===== config.mk =====
export PLATFORM = sky130hd
export DESIGN_NAME = rv_issue_top
export DESIGN_NICKNAME = d
export VERILOG_FILES = /design/src/hw/rv_issue_pkg.sv /design/src/hw/hazard_ctrl.sv /design/src/hw/instr_decoder.sv /design/src/hw/reg_file.sv /design/src/hw/rv_issue_top.sv /design/src/hw/stall_timer.sv
export VERILOG_INCLUDE_DIRS = /design/src /design/src/hw
export SDC_FILE = /design/constraint.sdc
export NUM_CORES = 2
export LEC_CHECK = 0
export BUFFER_PORTS_ARGS = -buffer_cell sky130_fd_sc_hd__clkbuf_2
export CAP_MARGIN = 20
export CORE_MARGIN = 5
export CORE_UTILIZATION = 25
export DETAILED_ROUTE_END_ITERATION = 6
export PLACE_DENSITY = 0.41
export SYNTH_ARGS = -nofsm -noshare
export SYNTH_HDL_FRONTEND = slang
export SYNTH_SLANG_ARGS = --single-unit

===== constraint.sdc =====
create_clock -name clk -period 5.9 [get_ports clk]
set_input_delay 0.885 -clock clk [delete_from_list [all_inputs] [get_ports clk]]
set_output_delay 0.885 -clock clk [all_outputs]
set_load 0.1 [all_outputs]

===== src/hw/rv_issue_cfg.svh =====
`ifndef RV_ISSUE_CFG_SVH
`define RV_ISSUE_CFG_SVH

// ##############################
// Register file geometry
// ##############################
`define RV_NUM_REGS 32   // Architectural registers x0..x31
`define RV_REG_AW   5    // Register address width
`define RV_XLEN     64   // Data width

// ##############################
// Hazard timing
// ##############################
`define RV_ALU_STALL 1   // Hold cycles behind an ALU producer
`define RV_LOAD_STALL 2  // Hold cycles behind a load producer
`define RV_STALL_CW  2   // Width of the stall counter

`endif


===== src/hw/rv_issue_pkg.sv =====
`include "rv_issue_cfg.svh"

package rv_issue_pkg;

    typedef enum logic [1:0] {
        OP_REG     = 2'd0,  // Register-register
        OP_IMM     = 2'd1,  // Register-immediate
        OP_LOAD    = 2'd2,
        OP_ILLEGAL = 2'd3
    } op_kind_e;

    // One instruction word, read as R-type or I-type by opcode
    typedef union packed {
        struct packed {
            logic [6:0]             funct7;
            logic [`RV_REG_AW-1:0]  rs2;
            logic [`RV_REG_AW-1:0]  rs1;
            logic [2:0]             funct3;
            logic [`RV_REG_AW-1:0]  rd;
            logic [6:0]             opcode;
        } r_view;
        struct packed {
            logic [11:0]            imm12;
            logic [`RV_REG_AW-1:0]  rs1;
            logic [2:0]             funct3;
            logic [`RV_REG_AW-1:0]  rd;
            logic [6:0]             opcode;
        } i_view;
    } instr_u;

    typedef struct packed {
        op_kind_e               kind;
        logic [`RV_REG_AW-1:0]  rs1;
        logic [`RV_REG_AW-1:0]  rs2;
        logic                   uses_rs2;
        logic [`RV_REG_AW-1:0]  rd;
        logic                   writes_rd;  // Legal and rd not x0
        logic [`RV_XLEN-1:0]    imm;        // Sign-extended
        logic [2:0]             funct3;
    } dec_t;

    typedef struct packed {
        logic                   valid;
        logic [`RV_REG_AW-1:0]  addr;
        logic [`RV_XLEN-1:0]    data;
    } wb_t;

    typedef struct packed {
        op_kind_e               kind;
        logic [`RV_REG_AW-1:0]  rd;
        logic [2:0]             funct3;
        logic [`RV_XLEN-1:0]    op_a;
        logic [`RV_XLEN-1:0]    op_b;
        logic [`RV_XLEN-1:0]    imm;
    } issue_t;

endpackage


===== src/hw/hazard_ctrl.sv =====
`timescale 1ns/1ps
`include "rv_issue_cfg.svh"

module hazard_ctrl
    import rv_issue_pkg::*;
(
    input  logic                     clk,
    input  logic                     rst_n,
    input  logic                     instr_valid,
    input  dec_t                     dec,
    input  logic [`RV_XLEN-1:0]      rdata_a,
    input  logic [`RV_XLEN-1:0]      rdata_b,
    input  logic                     busy,
    output logic                     load,
    output logic [`RV_STALL_CW-1:0]  load_val,
    output logic                     stall,
    output logic                     issue_valid,
    output issue_t                   issue,
    output logic                     illegal
);

    localparam logic IDLE  = 1'b0;  // No producer tracked
    localparam logic TRACK = 1'b1;  // trk_rd holds a live producer

    localparam logic [`RV_STALL_CW-1:0] ALU_LEN  = `RV_ALU_STALL;
    localparam logic [`RV_STALL_CW-1:0] LOAD_LEN = `RV_LOAD_STALL;

    logic                   state;
    logic [`RV_REG_AW-1:0]  trk_rd;
    logic                   dep;
    logic                   accept;
    logic                   is_illegal;

    // ##############################
    // Dependency check
    // ##############################
    assign is_illegal = (dec.kind == OP_ILLEGAL);
    assign dep = (dec.rs1 == trk_rd) || (dec.uses_rs2 && (dec.rs2 == trk_rd));
    assign stall = instr_valid && (state == TRACK) && !is_illegal && dep && busy;
    assign accept = instr_valid && !stall;

    assign load     = accept && dec.writes_rd;
    assign load_val = (dec.kind == OP_LOAD) ? LOAD_LEN : ALU_LEN;

    // ##############################
    // Producer tracking FSM
    // ##############################
    always_ff @(posedge clk or negedge rst_n) begin
        if (!rst_n) begin
            state  <= IDLE;
            trk_rd <= '0;
        end else if (accept) begin
            if (dec.writes_rd) begin
                state  <= TRACK;   // Newest producer replaces the old one
                trk_rd <= dec.rd;
            end else begin
                state  <= IDLE;
            end
        end
    end

    // Output strobes
    always_ff @(posedge clk or negedge rst_n) begin
        if (!rst_n) begin
            issue_valid <= 1'b0;
            illegal     <= 1'b0;
        end else begin
            issue_valid <= accept && !is_illegal;
            illegal     <= accept && is_illegal;
        end
    end

    // Issue bundle
    always_ff @(posedge clk) begin
        if (accept && !is_illegal) begin
            issue.kind   <= dec.kind;
            issue.rd     <= dec.rd;
            issue.funct3 <= dec.funct3;
            issue.op_a   <= rdata_a;
            issue.op_b   <= (dec.kind == OP_REG) ? rdata_b : dec.imm;
            issue.imm    <= dec.imm;
        end
    end

    a_issue_illegal_excl: assert property (@(posedge clk) disable iff (!rst_n)
        !(issue_valid && illegal));

    // A stalled instruction is presented again unchanged
    a_stall_holds_instr: assert property (@(posedge clk) disable iff (!rst_n)
        stall |=> (instr_valid && $stable(dec)));

endmodule


===== src/hw/instr_decoder.sv =====
`timescale 1ns/1ps
`include "rv_issue_cfg.svh"

module instr_decoder
    import rv_issue_pkg::*;
(
    input  instr_u instr,
    output dec_t   dec
);

    // Major opcodes handled by this slice
    localparam logic [6:0] OPC_OP     = 7'b0110011;
    localparam logic [6:0] OPC_OP_IMM = 7'b0010011;
    localparam logic [6:0] OPC_LOAD   = 7'b0000011;

    logic [`RV_XLEN-1:0] imm_i;

    assign imm_i = {{(`RV_XLEN-12){instr.i_view.imm12[11]}}, instr.i_view.imm12};

    always_comb begin
        dec = '0;
        dec.kind = OP_ILLEGAL;  // Default for anything not listed below

        case (instr.r_view.opcode)
            OPC_OP: begin
                dec.kind     = OP_REG;
                dec.rs1      = instr.r_view.rs1;
                dec.rs2      = instr.r_view.rs2;
                dec.uses_rs2 = 1'b1;
                dec.rd       = instr.r_view.rd;
                dec.funct3   = instr.r_view.funct3;
            end
            OPC_OP_IMM: begin
                dec.kind   = OP_IMM;
                dec.rs1    = instr.i_view.rs1;
                dec.rd     = instr.i_view.rd;
                dec.imm    = imm_i;
                dec.funct3 = instr.i_view.funct3;
            end
            OPC_LOAD: begin
                dec.kind   = OP_LOAD;
                dec.rs1    = instr.i_view.rs1;  // Base address
                dec.rd     = instr.i_view.rd;
                dec.imm    = imm_i;             // Offset
                dec.funct3 = instr.i_view.funct3;
            end
            default: begin
                dec.kind = OP_ILLEGAL;
            end
        endcase

        // Writes to x0 are dropped, so they never create a hazard
        dec.writes_rd = (dec.kind != OP_ILLEGAL) && (dec.rd != '0);
    end

endmodule


===== src/hw/reg_file.sv =====
`timescale 1ns/1ps
`include "rv_issue_cfg.svh"

module reg_file
    import rv_issue_pkg::*;
(
    input  logic                    clk,
    input  logic                    rst_n,
    input  wb_t                     wb,
    input  logic [`RV_REG_AW-1:0]   raddr_a,
    input  logic [`RV_REG_AW-1:0]   raddr_b,
    output logic [`RV_XLEN-1:0]     rdata_a,
    output logic [`RV_XLEN-1:0]     rdata_b
);

    logic [`RV_XLEN-1:0] regs [1:`RV_NUM_REGS-1];  // x0 has no storage

    always_ff @(posedge clk or negedge rst_n) begin
        if (!rst_n) begin
            regs <= '{default: '0};
        end else if (wb.valid && (wb.addr != '0)) begin
            regs[wb.addr] <= wb.data;
        end
    end

    // Read with x0 forced to zero and same-cycle writeback bypass
    always_comb begin
        if (raddr_a == '0) begin
            rdata_a = '0;
        end else if (wb.valid && (wb.addr == raddr_a)) begin
            rdata_a = wb.data;      // Write-through
        end else begin
            rdata_a = regs[raddr_a];
        end

        if (raddr_b == '0) begin
            rdata_b = '0;
        end else if (wb.valid && (wb.addr == raddr_b)) begin
            rdata_b = wb.data;      // Write-through
        end else begin
            rdata_b = regs[raddr_b];
        end
    end

    // A write to x0 never reaches its read data, not even through the bypass
    a_x0_zero: assert property (@(posedge clk) disable iff (!rst_n)
        (wb.valid && (wb.addr == '0)) |->
            ((raddr_a != '0) || (rdata_a == '0)) && ((raddr_b != '0) || (rdata_b == '0)));

endmodule


===== src/hw/rv_issue_top.sv =====
`timescale 1ns/1ps
`include "rv_issue_cfg.svh"

module rv_issue_top
    import rv_issue_pkg::*;
(
    input  logic    clk,
    input  logic    rst_n,
    input  logic    instr_valid,
    input  instr_u  instr,
    input  wb_t     wb,
    output logic    stall,
    output logic    issue_valid,
    output issue_t  issue,
    output logic    illegal
);

    dec_t                      dec;
    logic [`RV_XLEN-1:0]       rdata_a;
    logic [`RV_XLEN-1:0]       rdata_b;
    logic                      load;
    logic [`RV_STALL_CW-1:0]   load_val;
    logic                      busy;

    instr_decoder u_decoder (
        .instr (instr),
        .dec   (dec)
    );

    reg_file u_reg_file (
        .clk     (clk),
        .rst_n   (rst_n),
        .wb      (wb),
        .raddr_a (dec.rs1),
        .raddr_b (dec.rs2),
        .rdata_a (rdata_a),
        .rdata_b (rdata_b)
    );

    stall_timer u_stall_timer (
        .clk      (clk),
        .rst_n    (rst_n),
        .load     (load),
        .load_val (load_val),
        .busy     (busy)
    );

    hazard_ctrl u_hazard_ctrl (
        .clk         (clk),
        .rst_n       (rst_n),
        .instr_valid (instr_valid),
        .dec         (dec),
        .rdata_a     (rdata_a),
        .rdata_b     (rdata_b),
        .busy        (busy),
        .load        (load),
        .load_val    (load_val),
        .stall       (stall),
        .issue_valid (issue_valid),
        .issue       (issue),
        .illegal     (illegal)
    );

endmodule


===== src/hw/stall_timer.sv =====
`timescale 1ns/1ps
`include "rv_issue_cfg.svh"

module stall_timer (
    input  logic                     clk,
    input  logic                     rst_n,
    input  logic                     load,
    input  logic [`RV_STALL_CW-1:0]  load_val,
    output logic                     busy
);

    logic [`RV_STALL_CW-1:0] count;

    always_ff @(posedge clk or negedge rst_n) begin
        if (!rst_n) begin
            count <= '0;
        end else if (load) begin
            count <= load_val;          // New producer restarts the window
        end else if (count != '0) begin
            count <= count - 1'b1;      // Stops at zero
        end
    end

    assign busy = (count != '0);

    // A zero load would drop the hazard window
    a_load_nonzero: assert property (@(posedge clk) disable iff (!rst_n)
        load |-> (load_val != '0));

endmodule


==> reports/metrics.yaml <==
worst_setup_path:
  crit_family: "simple AND/OR/NAND/NOR gates"
  rr_worst_depth: 7
  cp_max_fo: 15
  slowest_stage: "nand3_2"
  worst_setup_path_start_kind: "primary input"
  cp.depth: 8
  cp-end-kind: "output pin"
  path_buf_inv: 2
  arrival_ns: 3.81
  slowest_delay_ns: 0.70
  crit_chain: "clkbuf_2 -> and3b_1 -> nand3_2 -> o32ai_1 -> nand3_1 -> a211o_1 -> nor2b_1 -> buf_12"
  required_ns: 5.02
  critPathKind: "primary input to output pin"
  r2r_slack_ns: 2.70
pwr:
  switching_power_mw: 12.7
  p_int_mw: 30.6
  power_density_nw_per_um2: 325
  p_seq_frac: 0.454
  power_frac_comb: 0.156
  pwr-share-clk: 0.389
  power_leakage_nw: 54.5
  ir_worst_vdd_v: 0.000198
  switching_share: 0.293
timing:
  grt_setup_unrepaired: "false"
  min_period_ns: 4.70
  relSlewSlack: 0.161
  setup-violations-final: 0
  worst_pin_slew_ns: 1.25
  hold_slack_ns: 0.242
  maxSlewViolCount: 0
  fin_tns_setup_ns: 0
  skew_ns: 0.0380
  post-route-period-util: 0.796
  finalHoldViolCount: 0
  fmax_ghz: 0.213
global_routing:
  grt_pass1_wl_mm: 837
  grt_max_degree: 153
  antenna_found_initial: 90
  track_usage: 0.251
  overflow: 0
  grt_pass1_vias: 94614
floorplanning:
  core_area_um2: 457000
  die_x_um: 688
  die-area_um2: 473000
  io_pins: 310
  num_rows: 248
  die_y_um: 688
  start_util: 0.251
run_status:
  status: "finished clean"
clock_network:
  tritoncts: "done"
  cts-root-buf: "clkbuf_16"
  cts_htree_levels: 5
  cts_max_path_buffers: 4
  clock_latency_ns: 0.92
  numCtsBuffers: 273
  clk_pin_slew_ns: 0.06
  clock-sinks: 2144
synth:
  synth_ff_type: "dfrtp_1"
  yosys_warnings: 0
  ys_types: 89
  synth_largest_area_cell: "dfrtp_1"
  synth_edf_count: 150
  syn_nets: 10309
  avgSynthCellArea_um2: 11.3
  yosys-top-cells-area: "dfrtp_1 (43%), mux2_2 (21%), mux2i_1 (6.3%)"
  synth-async-reset-ratio: 0.930
  synth-seq-area-share: 0.474
  synth.top_cell.area_share: 0.435
  syn_inst: 10203
  ys_ff_latch: 2144
  synth_area_um2: 115000
place:
  place_congestion: 0.875
  dp_hpwl_mm: 363
  place_area_um2: 124000
  portBuffers: 309
min_path:
  min_path_cells: 2
  hold_class: "primary input to register"
detailed_routing:
  firstDrtPassIters: 6
  ant_nets: 0
  vias: 96626
  drt-initial-drc-count: 12281
  wl_per_cell_um: 37.6
  drc: 0
  routed_wl_mm: 619
  via_per_inst: 5.88
cells_and_area:
  syn2layout_area_growth_pct: 16.0
  final_nets: 10177
  fillers: 46867
  finalInstanceArea_um2: 133000
  drive_above_1_share: 0.335
  post-route-util: 0.292
run:
  cap_violations: 0
## Yosys cell counts (9+ instances only)
cell type     n
o211a_1      10
nor2b_1      61
o21ai_1      20
a311oi_1     29
buf_4        68
o311ai_0     13
nor3_1       65
edfxtp_1    150
buf_1        74
o21ai_0     236
a22oi_1      54
o221a_2      27
a211oi_1    125
nor4_1       11
nand4_1      45
a2111oi_0    14
inv_1        23
or3_1        11
buf_2       231
dfrtp_1    1994
buf_6        10
o2111ai_1    29
and2_1       17
a32oi_1     115
nor2_1      205
a21oi_1     382
o32ai_1      16
mux2i_1     727
o22a_1       15
a32o_1       14
mux2_2     2189
xnor2_1       9
nand2_1    1029
a221oi_1    155
o22ai_1     251
o211ai_1    104
nand2b_1     16
clkbuf_1    742
o221ai_1    213
a31oi_1      98
a221o_1      57
a211o_1      46
and3_1       25
nand3_1     330
## through the flow
stage / cells / power (mW) / setup WS, ns
3_3_place_gp: 15915 / 26.2 / 0.721
4_1_cts: 16402 / 43.4 / 1.38
2_1_floorplan: 10203 / 24.0 / 1.35
5_1_grt: 16413 / 44.9 / 1.19
3_5_place_dp: 15918 / 26.5 / 0.738
6_report: 16444 / 43.3 / 1.20
## state kept, by name, indices dropped and copies added (netlist names)
name                       flops
u_reg_file.regs             1984
u_hazard_ctrl.issue          150
u_hazard_ctrl.trk_rd           5
u_stall_timer.count            2
u_hazard_ctrl.illegal          1
u_hazard_ctrl.issue_valid      1
u_hazard_ctrl.state            1
## worst paths after layout
kind                                         start                       end
min                                       instr[8]   u_hazard_ctrl.trk_rd[1]
min reg2reg                   u_reg_file.regs[478]      u_reg_file.regs[478]
max                                       instr[1]                     stall
min in group asynchronous                    rst_n       u_reg_file.regs[37]
max reg2reg                u_hazard_ctrl.trk_rd[3]  u_hazard_ctrl.issue[183]
max in group asynchronous                    rst_n     u_reg_file.regs[1521]
## cells in the final DEF (no fill, tap or decap), types with 16 or more instances in the layout
cell and n:
and3_1 22, dfrtp_1 1994, clkbuf_16 279, nor3_1 63, o21ai_0 236, o2111ai_1 29, o221ai_1 213, a211o_1 46
o21ai_1 20, buf_4 288, mux2i_1 727, o211ai_1 104, o221a_2 27, buf_12 122, a211oi_1 125, a31oi_1 98
nor2_4 20, nand2_1 1006, clkbuf_8 49, a311oi_1 29, nand3_1 320, clkbuf_1 80, a221o_1 57, o32ai_1 16
edfxtp_1 150, a21oi_1 381, nor2b_1 55, nor2_1 184, inv_1 21, a221oi_1 155, a32oi_1 115, a22oi_1 54
diode_2 40, mux2_2 2189, clkbuf_2 300, o22ai_1 251, clkinv_2 40, nand4_1 45
## timing repair
item,in CTS,in global routing
hold buffers,1,0
endpoints found under the hold margin,46,0
setup buffers,0,0
resized for setup,0,0
## logic make-up after synthesis
logic type | Yosys count | share of synthesized area
compound gates | 2104 | 0.131
xor+xnor | 15 | 0.00114
fa+ha+maj | 1 | 0.000109
buf+inv | 1150 | 0.0430
flops | 2144 | 0.474
mux | 2917 | 0.278
simple gates | 1872 | 0.0729
## layout make-up
type | count | area (um^2) | area share
repair buffers | 718 | 6210 | 0.0466
flip-flops and latches | 2144 | 54400 | 0.408
inverters | 25 | 103 | 0.000770
well taps | 6125 | 7660 | 0.0575
clock buffers | 408 | 7960 | 0.0597
diodes | 40 | 100 | 0.000752
clock inverters | 75 | 742 | 0.00557
multi-input cells | 6909 | 56000 | 0.421
## per-layer routing
metal	share of wire	GRT usage	wire length (um)	vias to the layer above
li1	-	-	-	37993
met1	0.42	0.343	262000	51437
met2	0.44	0.380	270000	5790
met3	0.089	0.0551	55300	1368
met4	0.050	0.114	30800	38
met5	0.00042	0	259	-
## power by group through the flow
stage	combinational [mW]	sequential, mW	clock, mW
after global placement	6.56	19.7	0
final	6.77	19.7	16.9
after detailed placement	6.71	19.8	0
after global routing	7.33	20.0	17.6
after CTS	6.73	19.6	17.1
after floorplan	4.81	19.2	0
Note: power is estimated with default switching activity, not from simulation.
